$ cat src/noc_pkg.sv
// Flit format and codes shared by RTL and testbench; mesh coordinates 0..7, N_VIRT_CHN a power of two >= 2
package noc_pkg;

  // ##############################
  // Widths
  // ##############################
  localparam int FLIT_W     = 32;                  // One flit per transfer
  localparam int COORD_W    = 3;                   // Up to an 8x8 mesh
  localparam int ROUTE_W    = 3;                   // Five ports need three bits
  localparam int N_VIRT_CHN = 4;                   // Power of two
  localparam int VC_ID_W    = $clog2(N_VIRT_CHN);

  typedef logic [FLIT_W-1:0]  flit_t;              // Whole flit
  typedef logic [1:0]         flit_type_t;         // Bits 31..30
  typedef logic [COORD_W-1:0] coord_t;             // One mesh coordinate
  typedef logic [VC_ID_W-1:0] vc_id_t;             // Virtual channel number
  typedef logic [ROUTE_W-1:0] route_t;             // Output port code

  // ##############################
  // Field positions
  // ##############################
  // Head flits only, the rest of a head is payload
  localparam int TYPE_LSB   = 30;                  // Flit type
  localparam int DEST_X_LSB = 27;                  // Destination x, bits 29..27
  localparam int DEST_Y_LSB = 24;                  // Destination y, bits 26..24

  // ##############################
  // Codes
  // ##############################
  // Flit types
  localparam flit_type_t FLIT_HEAD      = 2'd0;
  localparam flit_type_t FLIT_BODY      = 2'd1;
  localparam flit_type_t FLIT_TAIL      = 2'd2;
  localparam flit_type_t FLIT_HEAD_TAIL = 2'd3;   // Single-flit packet

  // Output ports
  localparam route_t ROUTE_LOCAL = 3'd0;          // Eject here
  localparam route_t ROUTE_EAST  = 3'd1;          // Toward larger x
  localparam route_t ROUTE_WEST  = 3'd2;          // Toward smaller x
  localparam route_t ROUTE_NORTH = 3'd3;          // Toward larger y
  localparam route_t ROUTE_SOUTH = 3'd4;          // Toward smaller y, highest legal code

endpackage

$ cat src/vc_buffer.sv
// Per-VC flit FIFO; DEPTH must be a power of two and at least 2, storage has no reset
`timescale 1ns/1ps
module vc_buffer #(
  parameter int unsigned DEPTH = 4
) (
  input  logic            clk,
  input  logic            arst_n,
  // Write side
  input  logic            in_valid,
  input  noc_pkg::flit_t  in_data,
  input  noc_pkg::route_t in_route,
  output logic            in_ready,
  // Read side
  output logic            out_valid,
  output noc_pkg::flit_t  out_data,
  output noc_pkg::route_t out_route,
  input  logic            out_ready
);
  import noc_pkg::*;

  localparam int AW = $clog2(DEPTH);    // Address bits

  flit_t       mem_flit  [DEPTH];       // Flit storage
  route_t      mem_route [DEPTH];       // Route travels with its flit
  logic [AW:0] wr_ptr;                  // Extra MSB is the wrap bit
  logic [AW:0] rd_ptr;
  logic        full;
  logic        empty;
  logic        push;
  logic        pop;

  // ##############################
  // Status
  // ##############################
  // Same slot but different wrap bit means full
  assign full  = (wr_ptr[AW] != rd_ptr[AW]) && (wr_ptr[AW-1:0] == rd_ptr[AW-1:0]);
  assign empty = (wr_ptr == rd_ptr);

  assign in_ready  = !full;             // Low only when full
  assign out_valid = !empty;
  assign push      = in_valid && in_ready;
  assign pop       = out_valid && out_ready;

  // Head of queue, read straight from storage
  assign out_data  = mem_flit[rd_ptr[AW-1:0]];
  assign out_route = mem_route[rd_ptr[AW-1:0]];

  // ##############################
  // Pointers and storage
  // ##############################
  always_ff @(posedge clk or negedge arst_n) begin
    if (!arst_n) begin
      wr_ptr <= '0;                     // Empty after reset
      rd_ptr <= '0;
    end else begin
      if (push)
        wr_ptr <= wr_ptr + 1'b1;
      if (pop)
        rd_ptr <= rd_ptr + 1'b1;        // Slot free now, ready sees it next cycle
    end
  end

  always_ff @(posedge clk) begin
    if (push) begin
      mem_flit[wr_ptr[AW-1:0]]  <= in_data;
      mem_route[wr_ptr[AW-1:0]] <= in_route;
    end
  end

endmodule

$ cat src/flit_decode.sv
// XY route decode; body flits with no earlier head on their VC take the last route, local after reset
`timescale 1ns/1ps
module flit_decode #(
  parameter noc_pkg::coord_t ROUTER_X = 3'd2,
  parameter noc_pkg::coord_t ROUTER_Y = 3'd2
) (
  input  logic             clk,
  input  logic             arst_n,
  // Incoming flits
  input  logic             fin_valid,
  input  noc_pkg::flit_t   fin_data,
  input  noc_pkg::vc_id_t  fin_vc,
  output logic             fin_ready,
  // Toward the buffers
  output logic             dec_valid,
  output noc_pkg::flit_t   dec_data,
  output noc_pkg::vc_id_t  dec_vc,
  output noc_pkg::route_t  dec_route,
  input  logic             dec_ready
);
  import noc_pkg::*;

  flit_type_t ftype;
  coord_t     dest_x;
  coord_t     dest_y;
  logic       is_head;
  logic       head_acc;
  route_t     head_route;               // XY result for the current flit
  route_t     route_q [N_VIRT_CHN];     // Last head route per VC

  // ##############################
  // Field decode
  // ##############################
  assign ftype   = fin_data[TYPE_LSB +: $bits(flit_type_t)];
  assign dest_x  = fin_data[DEST_X_LSB +: COORD_W];   // Meaningful on heads only
  assign dest_y  = fin_data[DEST_Y_LSB +: COORD_W];
  assign is_head = (ftype == FLIT_HEAD) || (ftype == FLIT_HEAD_TAIL);

  // Head taken by the buffer this cycle
  assign head_acc = fin_valid && dec_ready && is_head;

  // X first, then Y, then eject
  always_comb begin : xy_route
    if (dest_x > ROUTER_X)
      head_route = ROUTE_EAST;
    else if (dest_x < ROUTER_X)
      head_route = ROUTE_WEST;
    else if (dest_y > ROUTER_Y)
      head_route = ROUTE_NORTH;
    else if (dest_y < ROUTER_Y)
      head_route = ROUTE_SOUTH;
    else
      head_route = ROUTE_LOCAL;
  end

  // ##############################
  // Route memory per VC
  // ##############################
  always_ff @(posedge clk or negedge arst_n) begin
    if (!arst_n) begin
      for (int i = 0; i < N_VIRT_CHN; i++) begin
        route_q[i] <= ROUTE_LOCAL;
      end
    end else if (head_acc) begin
      route_q[fin_vc] <= head_route;   // Rest of the packet follows this
    end
  end

  // No extra cycle, only the route is added
  assign dec_valid = fin_valid;
  assign dec_data  = fin_data;
  assign dec_vc    = fin_vc;
  assign dec_route = is_head ? head_route : route_q[fin_vc];  // Heads use the fresh result
  assign fin_ready = dec_ready;

endmodule

$ cat src/input_ctrl.sv
// VC demux into FIFOs and fixed-priority output select; low-priority VCs can starve
`timescale 1ns/1ps
module input_ctrl #(
  parameter int unsigned VC_DEPTH      = 4,
  parameter int unsigned PRIORITY_DESC = 1
) (
  input  logic             clk,
  input  logic             arst_n,
  // From decode
  input  logic             dec_valid,
  input  noc_pkg::flit_t   dec_data,
  input  noc_pkg::vc_id_t  dec_vc,
  input  noc_pkg::route_t  dec_route,
  output logic             dec_ready,
  // Output port
  output logic             fout_valid,
  output noc_pkg::flit_t   fout_data,
  output noc_pkg::vc_id_t  fout_vc,
  output noc_pkg::route_t  fout_route,
  input  logic             fout_ready
);
  import noc_pkg::*;

  logic [N_VIRT_CHN-1:0] buf_in_valid;
  logic [N_VIRT_CHN-1:0] buf_in_ready;
  logic [N_VIRT_CHN-1:0] buf_out_valid;
  logic [N_VIRT_CHN-1:0] buf_out_ready;
  flit_t                 buf_out_data  [N_VIRT_CHN];
  route_t                buf_out_route [N_VIRT_CHN];

  vc_id_t                sel_vc;       // Winning VC
  logic                  sel_found;    // Any buffer has a flit

  // ##############################
  // One FIFO per VC
  // ##############################
  for (genvar v = 0; v < N_VIRT_CHN; v++) begin : g_vc
    // Only the addressed VC sees valid, data goes to all
    assign buf_in_valid[v]  = dec_valid && (dec_vc == vc_id_t'(v));
    // Only the winner sees fout_ready
    assign buf_out_ready[v] = fout_ready && sel_found && (sel_vc == vc_id_t'(v));

    vc_buffer #(
      .DEPTH     (VC_DEPTH)
    ) u_vc_fifo (
      .clk       (clk),
      .arst_n    (arst_n),
      .in_valid  (buf_in_valid[v]),
      .in_data   (dec_data),
      .in_route  (dec_route),
      .in_ready  (buf_in_ready[v]),
      .out_valid (buf_out_valid[v]),
      .out_data  (buf_out_data[v]),
      .out_route (buf_out_route[v]),
      .out_ready (buf_out_ready[v])
    );
  end

  assign dec_ready = buf_in_ready[dec_vc];   // Ready of the addressed VC

  // ##############################
  // Output priority select
  // ##############################
  // Descending: each valid VC overwrites, so the highest wins
  // Ascending: the first valid VC is kept
  always_comb begin : out_select
    sel_found = 1'b0;
    sel_vc    = '0;
    for (int i = 0; i < N_VIRT_CHN; i++) begin
      if (buf_out_valid[i]) begin
        if (PRIORITY_DESC != 0 || !sel_found)
          sel_vc = vc_id_t'(i);
        sel_found = 1'b1;
      end
    end
  end

  // Selection may change before accept
  assign fout_valid = sel_found;
  assign fout_data  = buf_out_data[sel_vc];
  assign fout_vc    = sel_vc;
  assign fout_route = buf_out_route[sel_vc];

endmodule

$ cat src/noc_in_port.sv
// Router input port top; one port only, no crossbar or credits, ROUTER_X/Y within the 3-bit mesh
`timescale 1ns/1ps
module noc_in_port #(
  parameter noc_pkg::coord_t ROUTER_X      = 3'd2,
  parameter noc_pkg::coord_t ROUTER_Y      = 3'd2,
  parameter int unsigned     VC_DEPTH      = 4,    // Power of two, at least 2
  parameter int unsigned     PRIORITY_DESC = 1     // 1 means highest VC wins
) (
  input  logic             clk,
  input  logic             arst_n,
  // Flit input
  input  logic             fin_valid,
  input  noc_pkg::flit_t   fin_data,
  input  noc_pkg::vc_id_t  fin_vc,
  output logic             fin_ready,
  // Flit output with its route
  output logic             fout_valid,
  output noc_pkg::flit_t   fout_data,
  output noc_pkg::vc_id_t  fout_vc,
  output noc_pkg::route_t  fout_route,
  input  logic             fout_ready
);
  import noc_pkg::*;

  // Decode to buffers
  logic   dec_valid;
  flit_t  dec_data;
  vc_id_t dec_vc;
  route_t dec_route;
  logic   dec_ready;

  flit_decode #(
    .ROUTER_X  (ROUTER_X),
    .ROUTER_Y  (ROUTER_Y)
  ) u_flit_decode (
    .clk       (clk),
    .arst_n    (arst_n),
    .fin_valid (fin_valid),
    .fin_data  (fin_data),
    .fin_vc    (fin_vc),
    .fin_ready (fin_ready),
    .dec_valid (dec_valid),
    .dec_data  (dec_data),
    .dec_vc    (dec_vc),
    .dec_route (dec_route),
    .dec_ready (dec_ready)
  );

  input_ctrl #(
    .VC_DEPTH      (VC_DEPTH),
    .PRIORITY_DESC (PRIORITY_DESC)
  ) u_input_ctrl (
    .clk        (clk),
    .arst_n     (arst_n),
    .dec_valid  (dec_valid),
    .dec_data   (dec_data),
    .dec_vc     (dec_vc),
    .dec_route  (dec_route),
    .dec_ready  (dec_ready),
    .fout_valid (fout_valid),
    .fout_data  (fout_data),
    .fout_vc    (fout_vc),
    .fout_route (fout_route),
    .fout_ready (fout_ready)
  );

endmodule

$ cat config.mk
export PLATFORM = sky130hd
export DESIGN_NAME = noc_in_port
export DESIGN_NICKNAME = d
export VERILOG_FILES = /design/src/noc_pkg.sv /design/src/vc_buffer.sv /design/src/flit_decode.sv /design/src/input_ctrl.sv /design/src/noc_in_port.sv
export SDC_FILE = /design/constraint.sdc
export NUM_CORES = 1
export LEC_CHECK = 0
export BUFFER_PORTS_ARGS = -buffer_cell sky130_fd_sc_hd__buf_2
export CAP_MARGIN = 20
export CORE_AREA = 5 5 224 443
export DETAILED_ROUTE_END_ITERATION = 6
export DIE_AREA = 0 0 229 448
export GPL_TIMING_DRIVEN = 0
export SLEW_MARGIN = 5
export SYNTH_ARGS = -nofsm -noshare
export SYNTH_HDL_FRONTEND = slang
export SYNTH_SLANG_ARGS = --single-unit
$ cat constraint.sdc
create_clock -name clk -period 2.6 [get_ports clk]
set_input_delay 0.78 -clock clk [delete_from_list [all_inputs] [get_ports clk]]
set_output_delay 0.78 -clock clk [all_outputs]
set_load 0.02 [all_outputs]
==> flow_metrics.tcl <==
set metrics [dict create \
    synth_cell_types 45 \
    final_cell_mix "560 x edfxtp_1, 144 x mux4_2, 59 x nand4_1, 49 x buf_4, 48 x clkbuf_16" \
    rsz0062_at_grt "yes" \
    routed_wl_mm 63.7 \
    root_buffer "clkbuf_16" \
    cts_hold_buf 0 \
    p_leak_nw 9.11 \
    clock_latency_ns 0.59 \
    synth_cells 1099 \
    total_power_mw 32.0 \
    h-tree-depth 2 \
    vias_per_cell 4.65 \
    placementRows 160 \
    worstMarginPinSlew_ns 0.927 \
    cts_made_buffers 44 \
    cp.arrival_ns 2.78 \
    fin_nets 1337 \
    syn-cell-area_sq_mm 0.0236 \
    violations "negative setup slack" \
    layout-area-overhead-vs-synth_pct 20.7 \
    finalClockSkew_ns 0.0343 \
    max_cap_viol_count 0 \
    drtPass1Iterations 5 \
    wl_per_cell_microns 25.1 \
    clk_pin_slew_ns 0.08 \
    fillers 9051 \
    gp_congestion 0.768 \
    cts_max_path_buffers 3 \
    hpwl_mm 43.4 \
    final_common_cell "edfxtp_1" \
    drive_gt1_frac 0.361 \
    start_util 0.248 \
    finalSetupViolCount 39 \
    die_area_sq_mm 0.103 \
    clock.fmax_ghz 0.281 \
    multiInputGateArea_sq_mm 0.00570 \
    clock_sinks 596 \
    async_flop_share 0.0604 \
    power.density_mw_per_mm2 1130 \
    cts_tree "yes" \
    cp.required_ns 1.82 \
    regArea_sq_mm 0.0177 \
    outcome "finished with violations" \
    path_class "register to output port" \
    layout_setup_ws_ns -0.955 \
    relSlewSlack 0.382 \
    worstPathMaxFanout 9 \
    start_kind "register" \
    grt_pass1_wl_mm 90.8 \
    coreArea_sq_mm 0.0951 \
    period_share 1.37 \
    hold_class "input pin to async pin" \
    ant_nets 0 \
    grt_max_degree 37 \
    detailedRoute.firstIterationViolations 956 \
    whs_ns 0.303 \
    ys.flop_type "edfxtp_1" \
    die_x_microns 229 \
    grt_use_total 0.120 \
    finalHoldViolCount 0 \
    ys_seq_area_frac 0.751 \
    overflow 0 \
    antenna_found_initial 7 \
    vdd_drop_max_mv 0.587 \
    placed_area_sq_mm 0.0259 \
    synth_nets 1157 \
    drc 0 \
    slew_viol_final 0 \
    crit_path_end_kind "output port" \
    die_h_microns 448 \
    synth_seq_cells 596 \
    yosys_warnings 0 \
    postLayoutCellArea_sq_mm 0.0285 \
    synth_edf_count 560 \
    fin_crit_ns 3.56 \
    grt_pass1_vias 13000 \
    port_buffers 74 \
    vias 11800 \
    syn_avg_cell_area_sq_um 21.5 \
    io_pins 77 \
]
## per-stage QoR
step | std cells | setup TNS (ns) | setup WS (ns) | util
2_1_floorplan | 1099 | -1.21 | -0.0569 | -
3_3_place_gp | 2388 | -383.80 | -1.33 | 0.269
3_5_place_dp | 2404 | -194.33 | -1.39 | 0.272
4_1_cts | 2523 | -33.91 | -0.990 | 0.298
5_1_grt | 2529 | -34.52 | -0.996 | 0.299
6_report | 2532 | -31.86 | -0.955 | 0.299
## area by class of cell
class / instances / area share
Antenna cell: 3 / 0.000264
Timing Repair Buffer: 136 / 0.0481
Sequential cell: 596 / 0.623
Clock buffer: 51 / 0.0404
Tap cell: 1215 / 0.0534
Multi-Input combinational cell: 430 / 0.200
Clock inverter: 30 / 0.00919
Buffer: 62 / 0.0247
Inverter: 9 / 0.00119
## state kept, by name, summed over array words and instances (netlist names)
name / flops
u_input_ctrl.g_vc.u_vc_fifo.mem_flit: 512
u_input_ctrl.g_vc.u_vc_fifo.mem_route: 48
u_flit_decode.route_q: 12
u_input_ctrl.g_vc.u_vc_fifo.rd_ptr: 12
u_input_ctrl.g_vc.u_vc_fifo.wr_ptr: 12
## kinds of logic after synthesis
group	count (synthesis)	synth area share
multiplexers	163	0.147
flip-flops	596	0.751
buffers and inverters	73	0.0169
AND/OR/NAND/NOR	153	0.0390
AO/OA/AOI/OAI	61	0.0225
adder cells (fa/ha/maj)	20	0.0106
XOR/XNOR	33	0.0132
## power breakdown
part / total, mW / switching, mW / internal [mW]
Sequential: 11.7 / 0.404 / 11.3
Clock: 6.91 / 3.31 / 3.60
Combinational: 13.4 / 7.46 / 5.94
Total: 32.0 / 11.2 / 20.9
## metal layers
layer	vias to the layer above	routed length, microns	global-route usage
li1	4966	-	-
met1	6316	20300	0.115
met2	348	37600	0.247
met3	136	2760	0.0185
met4	8	2880	0.0524
met5	-	54	0
## what timing repair did
action / 4_1_cts / 5_1_grt
gates resized for setup: 200 / 23
gates cloned: 1 / 1
endpoints found under the setup margin: 294 / 90
pin swaps: 39 / 21
setup buffers: 38 / 6
endpoints found under the hold margin: 0 / 0
## cell usage after synthesis, drive strengths merged (14+ instances only)
library cell	number	area [sq um]
a221o	16	160
a31o	16	140
and2	17	106
buf	44	289
clkbuf	20	75.1
dfrtp	36	901
edfxtp	560	16800
ha	20	250
mux2	19	214
mux4	144	3240
nand2	27	101
nand3	23	115
nand4	59	369
o31a	17	149
xnor2	14	123
xor2	19	189
## final timing paths
path | endpoint | slack (ns) | cells after the start | start
worst max-delay path | fout_data[30] | -0.96 | 8 | u_input_ctrl.g_vc[2].u_vc_fifo.rd_ptr[0]
worst min-delay path | u_input_ctrl.g_vc[2].u_vc_fifo.wr_ptr[1] | 0.30 | 1 | arst_n
worst max register to register | u_input_ctrl.g_vc[2].u_vc_fifo.mem_flit[3][17] | 0.08 | 7 | u_input_ctrl.g_vc[2].u_vc_fifo.rd_ptr[0]
worst min register to register | u_input_ctrl.g_vc[0].u_vc_fifo.wr_ptr[2] | 0.49 | 1 | u_input_ctrl.g_vc[0].u_vc_fifo.wr_ptr[2]
max in group asynchronous | u_input_ctrl.g_vc[3].u_vc_fifo.rd_ptr[1] | 1.62 | 1 | arst_n
min in group clk | u_input_ctrl.g_vc[0].u_vc_fifo.wr_ptr[2] | 0.49 | 1 | u_input_ctrl.g_vc[0].u_vc_fifo.wr_ptr[2]
## critical path, stage by stage, from the launching register on
cell,delay (ns)
dfrtp_1,0.41
buf_12,0.16
xor2_4,0.18
or3_4,0.49
buf_12,0.19
clkbuf_16,0.16
nand3_1,0.08
nand4_1,0.27
buf_6,0.25
Note: power is estimated with default switching activity, not from simulation.
